--- src/logic/spi_burst_cfg.svh ---
`ifndef SPI_BURST_CFG_SVH
`define SPI_BURST_CFG_SVH

// ~~~~~~~~~~~~~~~~~~~~~~~~~~~~~~~~~~~~~~~~~~~~~~~~~~~~~~~~~~~~~~~~~~~~~~~~~~~~
// burst master build constants
// ~~~~~~~~~~~~~~~~~~~~~~~~~~~~~~~~~~~~~~~~~~~~~~~~~~~~~~~~~~~~~~~~~~~~~~~~~~~~

`define SPI_BURST_MAX_XFERS 8   // table depth, longest legal burst

`define SPI_BURST_CLK_DIV 2     // clk cycles per sclk half-period, min 2

`endif
--- src/logic/spi_burst_pkg.sv ---
`default_nettype none

`include "spi_burst_cfg.svh"

package spi_burst_pkg;

    localparam int XFER_IDX_W = (`SPI_BURST_MAX_XFERS > 1) ? $clog2(`SPI_BURST_MAX_XFERS) : 1;
    localparam int XFER_CNT_W = $clog2(`SPI_BURST_MAX_XFERS + 1);

    typedef logic [XFER_IDX_W-1:0] xfer_idx_t;  // table slot
    typedef logic [XFER_CNT_W-1:0] xfer_cnt_t;  // burst length, 1 to max

    typedef enum logic [2:0] {SEQ_IDLE, SEQ_STARTING, SEQ_DELAY, SEQ_RUNNING, SEQ_FINISH} seq_state_t;

endpackage

`default_nettype wire

--- src/logic/spi_bus_pkg.sv ---
`default_nettype none

package spi_bus_pkg;

    // one byte as it travels on mosi / miso
    typedef logic [7:0] spi_byte_t;

    // bit position inside a byte, msb first
    typedef logic [2:0] bit_cnt_t;

endpackage

`default_nettype wire

--- src/logic/spi_burst_top.sv ---
`default_nettype none

module spi_burst_top (
    input  wire logic                     clk,
    input  wire logic                     rst,
    // transmit table load
    input  wire logic                     tx_wr,
    input  wire spi_burst_pkg::xfer_idx_t tx_waddr,
    input  wire spi_bus_pkg::spi_byte_t   tx_wdata,
    // receive table read
    input  wire spi_burst_pkg::xfer_idx_t rx_raddr,
    output spi_bus_pkg::spi_byte_t        rx_rdata,
    // burst control and status
    input  wire spi_burst_pkg::xfer_cnt_t xfer_count,
    input  wire logic                     start,
    output logic                          burst_busy,
    output logic                          done,
    // spi pins
    output logic                          sclk,
    output logic                          mosi,
    output logic                          cs_n,
    input  wire logic                     miso
);
    import spi_bus_pkg::*;
    import spi_burst_pkg::*;

    xfer_idx_t index;
    spi_byte_t tx_data;
    spi_byte_t rx_data;
    logic      start_spi;
    logic      busy;
    logic      new_data;
    logic      rx_wr;

    byte_table u_tx_table (
        .clk   (clk),
        .rst   (rst),
        .wr    (tx_wr),
        .waddr (tx_waddr),
        .wdata (tx_wdata),
        .raddr (index),
        .rdata (tx_data)
    );

    burst_sequencer u_sequencer (
        .clk        (clk),
        .rst        (rst),
        .start      (start),
        .xfer_count (xfer_count),
        .busy       (busy),
        .new_data   (new_data),
        .index      (index),
        .start_spi  (start_spi),
        .rx_wr      (rx_wr),
        .cs_n       (cs_n),
        .burst_busy (burst_busy),
        .done       (done)
    );

    spi_shift_engine u_engine (
        .clk       (clk),
        .rst       (rst),
        .start_spi (start_spi),
        .tx_data   (tx_data),
        .rx_data   (rx_data),
        .busy      (busy),
        .new_data  (new_data),
        .sclk      (sclk),
        .mosi      (mosi),
        .miso      (miso)
    );

    byte_table u_rx_table (
        .clk   (clk),
        .rst   (rst),
        .wr    (rx_wr),
        .waddr (index),                         // same slot the byte was sent from
        .wdata (rx_data),
        .raddr (rx_raddr),
        .rdata (rx_rdata)
    );

endmodule

`default_nettype wire

--- src/logic/burst_sequencer.sv ---
`default_nettype none

module burst_sequencer (
    input  wire logic                     clk,
    input  wire logic                     rst,
    input  wire logic                     start,
    input  wire spi_burst_pkg::xfer_cnt_t xfer_count,
    input  wire logic                     busy,
    input  wire logic                     new_data,
    output spi_burst_pkg::xfer_idx_t      index,
    output logic                          start_spi,
    output logic                          rx_wr,
    output logic                          cs_n,
    output logic                          burst_busy,
    output logic                          done
);
    import spi_burst_pkg::*;

    seq_state_t state;
    xfer_cnt_t  count_q;
    logic       last_byte;

    // byte accepted this cycle goes straight into the rx table
    assign rx_wr     = (state == SEQ_RUNNING) && new_data && !busy;
    assign last_byte = (xfer_cnt_t'(index) == count_q - xfer_cnt_t'(1));

    // ~~~~~~~~~~~~~~~~~~~~~~~~~~~~~~~~~~~~~~~~~~~~~~~~~~~~~~~~~~~~~~~~~~~~~~~~
    // burst state machine
    // ~~~~~~~~~~~~~~~~~~~~~~~~~~~~~~~~~~~~~~~~~~~~~~~~~~~~~~~~~~~~~~~~~~~~~~~~

    always_ff @(posedge clk) begin
        if (rst) begin
            state      <= SEQ_IDLE;
            index      <= '0;
            count_q    <= '0;
            start_spi  <= 1'b0;
            cs_n       <= 1'b1;
            burst_busy <= 1'b0;
            done       <= 1'b0;
        end else begin
            case (state)
                SEQ_IDLE: begin
                    index <= '0;
                    cs_n  <= 1'b1;
                    if (start) begin
                        count_q    <= xfer_count;
                        burst_busy <= 1'b1;
                        state      <= SEQ_STARTING;
                    end
                end
                SEQ_STARTING: begin
                    cs_n      <= 1'b0;
                    start_spi <= 1'b1;
                    state     <= SEQ_DELAY;
                end
                SEQ_DELAY: begin
                    start_spi <= 1'b0;          // engine raises busy on this edge
                    state     <= SEQ_RUNNING;
                end
                SEQ_RUNNING: begin
                    if (new_data && !busy) begin
                        if (last_byte) begin
                            done  <= 1'b1;
                            cs_n  <= 1'b1;
                            state <= SEQ_FINISH;
                        end else begin
                            index <= index + 1'b1;
                            state <= SEQ_STARTING;
                        end
                    end
                end
                SEQ_FINISH: begin
                    done       <= 1'b0;
                    burst_busy <= 1'b0;         // held through the done cycle
                    state      <= SEQ_IDLE;
                end
                default: begin
                    state <= SEQ_IDLE;
                end
            endcase
        end
    end

endmodule

`default_nettype wire

--- src/logic/spi_shift_engine.sv ---
`default_nettype none

`include "spi_burst_cfg.svh"

module spi_shift_engine (
    input  wire logic                   clk,
    input  wire logic                   rst,
    input  wire logic                   start_spi,
    input  wire spi_bus_pkg::spi_byte_t tx_data,
    output spi_bus_pkg::spi_byte_t      rx_data,
    output logic                        busy,
    output logic                        new_data,
    output logic                        sclk,
    output logic                        mosi,
    input  wire logic                   miso
);
    import spi_bus_pkg::*;

    localparam int DIV   = `SPI_BURST_CLK_DIV;
    localparam int DIV_W = $clog2(DIV);

    logic [DIV_W-1:0] div_cnt;
    logic             half_done;
    bit_cnt_t         bit_cnt;
    spi_byte_t        tx_sr;
    spi_byte_t        rx_sr;

    // ~~~~~~~~~~~~~~~~~~~~~~~~~~~~~~~~~~~~~~~~~~~~~~~~~~~~~~~~~~~~~~~~~~~~~~~~
    // sclk divider and bit sequencing
    // ~~~~~~~~~~~~~~~~~~~~~~~~~~~~~~~~~~~~~~~~~~~~~~~~~~~~~~~~~~~~~~~~~~~~~~~~

    assign half_done = (div_cnt == DIV_W'(DIV - 1));

    always_ff @(posedge clk) begin
        if (rst) begin
            busy     <= 1'b0;
            new_data <= 1'b0;
            sclk     <= 1'b0;
            div_cnt  <= '0;
            bit_cnt  <= '0;
            tx_sr    <= '0;
        end else begin
            new_data <= 1'b0;
            if (!busy) begin
                if (start_spi) begin            // ignored while busy
                    busy    <= 1'b1;
                    sclk    <= 1'b0;
                    div_cnt <= '0;
                    bit_cnt <= bit_cnt_t'(7);
                    tx_sr   <= tx_data;         // msb goes out before first rise
                end
            end else if (half_done) begin
                div_cnt <= '0;
                if (!sclk) begin
                    sclk <= 1'b1;               // rising edge, miso sampled below
                end else begin
                    sclk <= 1'b0;               // falling edge
                    if (bit_cnt == '0) begin
                        busy     <= 1'b0;       // byte complete
                        new_data <= 1'b1;
                    end else begin
                        bit_cnt <= bit_cnt - 1'b1;
                        tx_sr   <= {tx_sr[6:0], 1'b0};
                    end
                end
            end else begin
                div_cnt <= div_cnt + 1'b1;
            end
        end
    end

    // ~~~~~~~~~~~~~~~~~~~~~~~~~~~~~~~~~~~~~~~~~~~~~~~~~~~~~~~~~~~~~~~~~~~~~~~~
    // receive shift register
    // ~~~~~~~~~~~~~~~~~~~~~~~~~~~~~~~~~~~~~~~~~~~~~~~~~~~~~~~~~~~~~~~~~~~~~~~~

    always_ff @(posedge clk) begin
        if (busy && half_done && !sclk) begin
            rx_sr <= {rx_sr[6:0], miso};        // same edge that raises sclk
        end
    end

    assign mosi    = tx_sr[7];
    assign rx_data = rx_sr;                     // stable from last rise to next start

endmodule

`default_nettype wire

--- src/logic/byte_table.sv ---
`default_nettype none

`include "spi_burst_cfg.svh"

module byte_table (
    input  wire logic                   clk,
    input  wire logic                   rst,
    input  wire logic                   wr,
    input  wire spi_burst_pkg::xfer_idx_t waddr,
    input  wire spi_bus_pkg::spi_byte_t   wdata,
    input  wire spi_burst_pkg::xfer_idx_t raddr,
    output spi_bus_pkg::spi_byte_t      rdata
);
    import spi_bus_pkg::*;

    spi_byte_t mem [`SPI_BURST_MAX_XFERS];

    always_ff @(posedge clk) begin
        if (rst) begin
            for (int i = 0; i < `SPI_BURST_MAX_XFERS; i++) begin
                mem[i] <= '0;                   // table reads zero after reset
            end
        end else if (wr) begin
            mem[waddr] <= wdata;
        end
    end

    assign rdata = mem[raddr];                  // combinational read

endmodule

`default_nettype wire

--- config.mk ---
export PLATFORM = sky130hd
export DESIGN_NAME = spi_burst_top
export DESIGN_NICKNAME = d
export VERILOG_FILES = /design/src/logic/spi_burst_pkg.sv /design/src/logic/spi_bus_pkg.sv /design/src/logic/spi_burst_top.sv /design/src/logic/burst_sequencer.sv /design/src/logic/spi_shift_engine.sv /design/src/logic/byte_table.sv
export VERILOG_INCLUDE_DIRS = /design/src /design/src/logic
export SDC_FILE = /design/constraint.sdc
export NUM_CORES = 1
export LEC_CHECK = 0
export ABC_CLOCK_PERIOD_IN_PS = 2300
export BUFFER_PORTS_ARGS = -buffer_cell sky130_fd_sc_hd__buf_2
export CORE_MARGIN = 2
export CORE_UTILIZATION = 50
export CTS_CLUSTER_DIAMETER = 80
export CTS_CLUSTER_SIZE = 16
export DETAILED_ROUTE_END_ITERATION = 10
export PLACE_DENSITY = 0.67
export SYNTH_ARGS = -nofsm -noshare
export SYNTH_HDL_FRONTEND = slang
export SYNTH_SLANG_ARGS = --single-unit
--- constraint.sdc ---
create_clock -name clk -period 2.3 [get_ports clk]
set_input_delay 0.46 -clock clk [delete_from_list [all_inputs] [get_ports clk]]
set_output_delay 0.46 -clock clk [all_outputs]
set_load 0.02 [all_outputs]
==> reports/summary.txt, run 1 <==
# IOs = 36
Synth Area per Inst = 13.40 um^2
Max Clk Rate = 453.7 MHz
Nets = 660
first-pass GRT wire length = 25.74 mm
DIE HEIGHT = 129.2 um
CP required = 1.84 ns
Port-buffer cells = 35
Seq/Total Area, Yosys = 0.6025
worst hold path type = input port to flip-flop
clk sinks = 168
Final Setup Violations = 0
Vias/cell = 5.543
Synth top area share = 0.5208
Post-Syn Instances = 585
die width = 129.2 um
CP Launch Type = flip-flop
Final ANT Viol Nets = 0
CTS Buffer Depth = 2
Root Driver = clkbuf_16
post-detail-place hpwl = 11.91 mm
DRT iter0 DRCs = 288
leakage = 3.175 nW
Filler Cell Count = 1248
Worst Hold Depth = 1
Inserted Clock Buffers = 17
crit path kind = flip-flop to output pin
Setup Buffers After CTS = 0
Area Growth Syn to Fin = 13.55%
Slew Limit Fails = 0
diode count = 0
setup TNS = 0 ns
worst vdd ir = 0.5649 mV
Core ar. = 0.01526 mm^2
RSZ-0062 raised after global routing = no
Total GRT Usage = 0.2112
Routability Congestion = 0.8467
antenna violations before repair = 0
Syn Nets = 612
total gr overflow = 0
commonest non-fill, non-tap cells in the layout = 136 x edfxtp_1, 130 x and2_1, 35 x buf_2
slew margin rel. = 0.6402
Synth cell types = 61
CTS Hold Bufs = 0
final hold vios = 0
commonest non-fill, non-tap cell in the layout = edfxtp_1
reg2reg end = u_rx_table.mem[1][6]$_SDFFCE_PN0P_
Pwr Density = 757.3 mW/mm^2
FF-to-FF setup slack = 0.43 ns
Synth Warn # = 0
CTS tree = done
drt first pass iters = 6
Hold Slack = 0.2089 ns
Worst-path clk slew = 0.06 ns
DR WL/cell = 19.49 um
Synth Flop Type = edfxtp_1
initial core utilization = 0.5139
share of post-route cells with drive strength above 1 = 0.2446
HP Start = miso
Setup crit end kind = output pin
# resized after CTS = 0
largest net degree at the start of global routing = 37
Critical Path Fanout Max = 1
ys async rst share = 0
part of the cycle the worst path needs = 0.9583
Cell Rows = 45
cell taking the most area after synthesis = edfxtp_1
#FFs+latches synth = 168
number of synthesized flops with an enable pin = 136
Final min period = 2.204 ns
Routed WL = 16.70 mm
outcome = finished, final reports clean
Worst-Skew Late Latency = 0.43 ns
CP Data Arrival Time = 1.74 ns
drc violations = 0
FF-to-FF Start = u_engine.new_data$_SDFF_PP0_
CTS HTree Levels = 4
Vias = 4750
Synth area leaders = edfxtp_1 52%, and2_1 10%, dfxtp_1 8.2%, mux4_2 5.2%, mux2i_1 2.9%
Tightest Pin Transition = 0.5390 ns
vias in the first global route = 4687
Min-Delay Endpoint = u_engine.rx_data[0]$_DFFE_PP_
R2R cell count = 4
Design Power = 0.006743 W
full die area = 0.01670 mm^2
Final Skew = 0.006796 ns
max_cap viols = 0
Post-Syn Area = 0.007841 mm^2
==> synthesized netlist by cell type (all sizes together) (5+ instances only) <==
cell      n
a211o     8
a211oi    8
a21oi    28
a22oi     7
and2    133
buf      17
clkbuf   13
dfxtp    32
edfxtp  136
inv      14
mux2     12
mux2i    23
mux4     18
nand2     9
nand2b    5
nand3     7
nor2     14
nor2b    22
nor3     12
o211ai    8
o21ai     6
or2      18
==> report_power, final <==
part / switching [W] / internal [W] / total, W
clock network: 0.00119 / 0.00160 / 0.00279
registers: 0.0000718 / 0.00342 / 0.00349
logic: 0.000275 / 0.000187 / 0.000463
total: 0.00154 / 0.00521 / 0.00674
==> critical path, cell delays in order, from the launching register on <==
cell	delay, ns
edfxtp_1	0.41
mux4_2	0.48
mux2_2	0.27
buf_2	0.16
==> layer usage <==
metal	wire (um)	global-route usage
met5	0	0
met4	210	0.06714
met3	679	0.03840
met2	8263	0.3427
met1	7549	0.2918
==> cells by family (layout without fill, tap and decap cells) <==
family,after synthesis,in the layout,share of synthesized area
flip-flops,168,168,0.6025
multiplexers,53,53,0.09877
AO/OA/AOI/OAI,73,73,0.06399
AND/OR/NAND/NOR,239,239,0.1971
XOR/XNOR,4,4,0.004469
buffers and inverters,44,105,0.02681
adder cells (fa/ha/maj),4,4,0.006383
==> stage by stage <==
step | instance area, um^2 | cells | utilization | setup slack (ns)
3_5_place_dp | 8328 | 825 | 0.5458 | 0.1405
5_1_grt | 8904 | 857 | 0.5835 | 0.05059
4_1_cts | 8904 | 857 | 0.5835 | 0.07641
2_1_floorplan | 7841 | 585 | - | 0.1113
6_report | 8904 | 857 | 0.5835 | 0.09599
3_3_place_gp | 8328 | 825 | 0.5458 | 0.1544
==> final cells by class <==
class                           count  area [um^2]  area share
Multi-Input combinational cell    373         2907      0.3264
Timing Repair Buffer               59        380.4     0.04272
Inverter                           14        52.55    0.005902
Sequential cell                   168         4725      0.5306
Clock buffer                       17        425.4     0.04778
Clock inverter                     15        150.1     0.01686
Tap cell                          211        264.0     0.02965
==> state kept, by name (all words and copies together), names as in the netlist, 3 cells and up, named ones only <==
name / flops
u_tx_table.mem: 64
u_sequencer.state: 3
u_sequencer.index: 3
u_engine.bit_cnt: 3
u_engine.tx_sr: 8
u_engine.rx_data: 8
u_sequencer.count_q: 4
u_rx_table.mem: 64
==> worst max path at each step <==
| stage | startpoint | cells past startpoint | end |
|---|---|---|---|
| floorplan | rx_raddr[0] | 4 | rx_rdata[0] |
| global placement | rx_raddr[0] | 5 | rx_rdata[4] |
| detailed placement | rx_raddr[0] | 5 | rx_rdata[5] |
| CTS | u_rx_table.mem[3][0]$_SDFFCE_PN0P_ | 3 | rx_rdata[0] |
| global route | u_rx_table.mem[3][4]$_SDFFCE_PN0P_ | 3 | rx_rdata[4] |
| finish | u_rx_table.mem[7][2]$_SDFFCE_PN0P_ | 3 | rx_rdata[2] |
Power figures use the tool's default switching activity.
==> run 2, diff against run 1 <==
CORE_MARGIN = 4   (was 2)
==> run 2 against run 1 <==
Sequential share of layout area shrank 0.22 points. Critical path depth stayed put. First-iteration DRC count increased by 29%. Clock power grew 8.6%. Register-to-register slack got worse by 0.03 ns. Fmax barely moved. Count of clock-buffer cells in the layout increased by 2. Clock skew about the same. Die area rose by 6.3%. Sequential power hardly changed.
==> reports/summary.txt, run 2 (synthesis gave the netlist of run 1 again) <==
outcome = finished, final reports clean
combinational power share = 0.066
Cell Rows = 45
CP required = 1.84 ns
Max Clk Rate = 453.6 MHz
clk sinks = 168
slew margin rel. = 0.4949
DIE HEIGHT = 133.2 um
Setup crit end kind = output pin
Final ANT Viol Nets = 0
Tightest Pin Transition = 0.7519 ns
initial core utilization = 0.5139
CTS Hold Bufs = 0
Vias/cell = 5.497
Placed Cells = 823
CP Data Arrival Time = 1.74 ns
first-pass GRT wire length = 26.23 mm
part of the cycle the worst path needs = 0.9585
die width = 133.2 um
Worst-Skew Late Latency = 0.42 ns
max_cap viols = 0
Crit path max-delay family = multiplexers
# resized after CTS = 0
CTS Buffer Depth = 2
leakage = 3.195 nW
crit path kind = flip-flop to output pin
Core ar. = 0.01526 mm^2
Total GRT Usage = 0.1952
setup TNS = 0 ns
full die area = 0.01775 mm^2
Final min period = 2.205 ns
worst path cell trace = mux4_2 -> mux2_2 -> buf_2
Port-buffer cells = 35
Power Internal = 0.005443 W
power share of the clock group = 0.434
# IOs = 36
post-route cell area = 0.008940 mm^2
post-detail-place hpwl = 11.60 mm
final hold vios = 0
worst hold path type = input port to flip-flop
Final Non-Filler Cells = 855
DRT iter0 DRCs = 371
commonest non-fill, non-tap cell in the layout = edfxtp_1
diode count = 0
Final Skew = 0.006421 ns
CTS HTree Levels = 4
Pwr Density = 780.7 mW/mm^2
largest net degree at the start of global routing = 37
Routability Congestion = 0.7820
Slew Limit Fails = 0
drt first pass iters = 4
Vias = 4700
CP Launch Type = flip-flop
CTS tree = done
Final Setup Violations = 0
commonest non-fill, non-tap cells in the layout = 136 x edfxtp_1, 130 x and2_1, 35 x buf_2
NetSw = 0.001537 W
Post-DP Area = 0.008313 mm^2
DR WL/cell = 19.13 um
Worst-path clk slew = 0.07 ns
crit path max-delay cell type = mux4_2
Root Driver = clkbuf_16
Area Growth Syn to Fin = 14.01%
switch share = 0.2202
RSZ-0062 raised after global routing = no
total gr overflow = 0
drc violations = 0
antenna violations before repair = 0
Buf/Inv on CP = 1
Routed WL = 16.36 mm
Setup Buffers After CTS = 0
worst vdd ir = 0.4916 mV
share of post-route cells with drive strength above 1 = 0.2407
vias in the first global route = 4748
Nets = 658
largest stage delay on the critical path = 0.47 ns
Seq pwr share = 0.500
Critical Path Fanout Max = 1
Inserted Clock Buffers = 17
Largest regs = u_rx_table.mem x64, u_tx_table.mem x64
run 2: changes by cell type in the layout (fill, tap and decap cells not counted), sizes merged:
cell	previous run	this run
clkinvlp	5	2
buf	59	57
bufinv	2	4
clkbuf	17	19
clkinv	5	3
inv	17	18
run 2: path summary, 6_finish.rpt:
| kind | start | to | slack (ns) | depth (start not counted) |
|---|---|---|---|---|
| setup / recovery | u_rx_table.mem[3][0]$_SDFFCE_PN0P_ | rx_rdata[0] | 0.1 | 3 |
| hold / removal | miso | u_engine.rx_data[0]$_DFFE_PP_ | 0.22 | 1 |
| setup reg to reg | u_engine.new_data$_SDFF_PP0_ | u_rx_table.mem[1][4]$_SDFFCE_PN0P_ | 0.40 | 4 |
| hold reg to reg | u_sequencer.done$_SDFFE_PP0P_ | u_sequencer.done$_SDFFE_PP0P_ | 0.47 | 2 |
run 2: cell type report:
cell class / instances / area, um^2
fillers: 1214 / 6319
flip-flops and latches: 168 / 4725
multi-input cells: 373 / 2907
clock buffers: 19 / 432.9
repair buffers: 57 / 365.4
well taps: 211 / 264.0
clock inverters: 13 / 193.9
inverters: 14 / 52.55
run 2: power by group through the flow:
| stage | clock network, W | logic, W | registers, W |
|---|---|---|---|
| after floorplan | 0 | 0.000321 | 0.00352 |
| after global placement | 0 | 0.000449 | 0.00355 |
| after detailed placement | 0 | 0.000462 | 0.00356 |
| after CTS | 0.00307 | 0.000464 | 0.00349 |
| after global routing | 0.00319 | 0.000508 | 0.00350 |
| final | 0.00303 | 0.000460 | 0.00349 |
run 2: per-stage QoR:
stage	utilization	hold WS [ns]	total power, W	worst slack, ns
2_1_floorplan	-	0.4414	0.003846	0.1113
3_3_place_gp	0.5448	0.4603	0.003999	0.1356
3_5_place_dp	0.5448	0.4641	0.004019	0.1238
4_1_cts	0.5859	0.2079	0.007025	0.06735
5_1_grt	0.5859	0.2112	0.007198	0.04061
6_report	0.5859	0.2249	0.006979	0.09547
run 2: routing by layer:
metal / vias up / part of all wire / track usage
met4: 0 / 0.017 / 0.06229
met1: 2335 / 0.45 / 0.2652
li1: 2230 / - / -
met3: 22 / 0.048 / 0.04192
met5: - / 0 / 0
met2: 113 / 0.49 / 0.3166
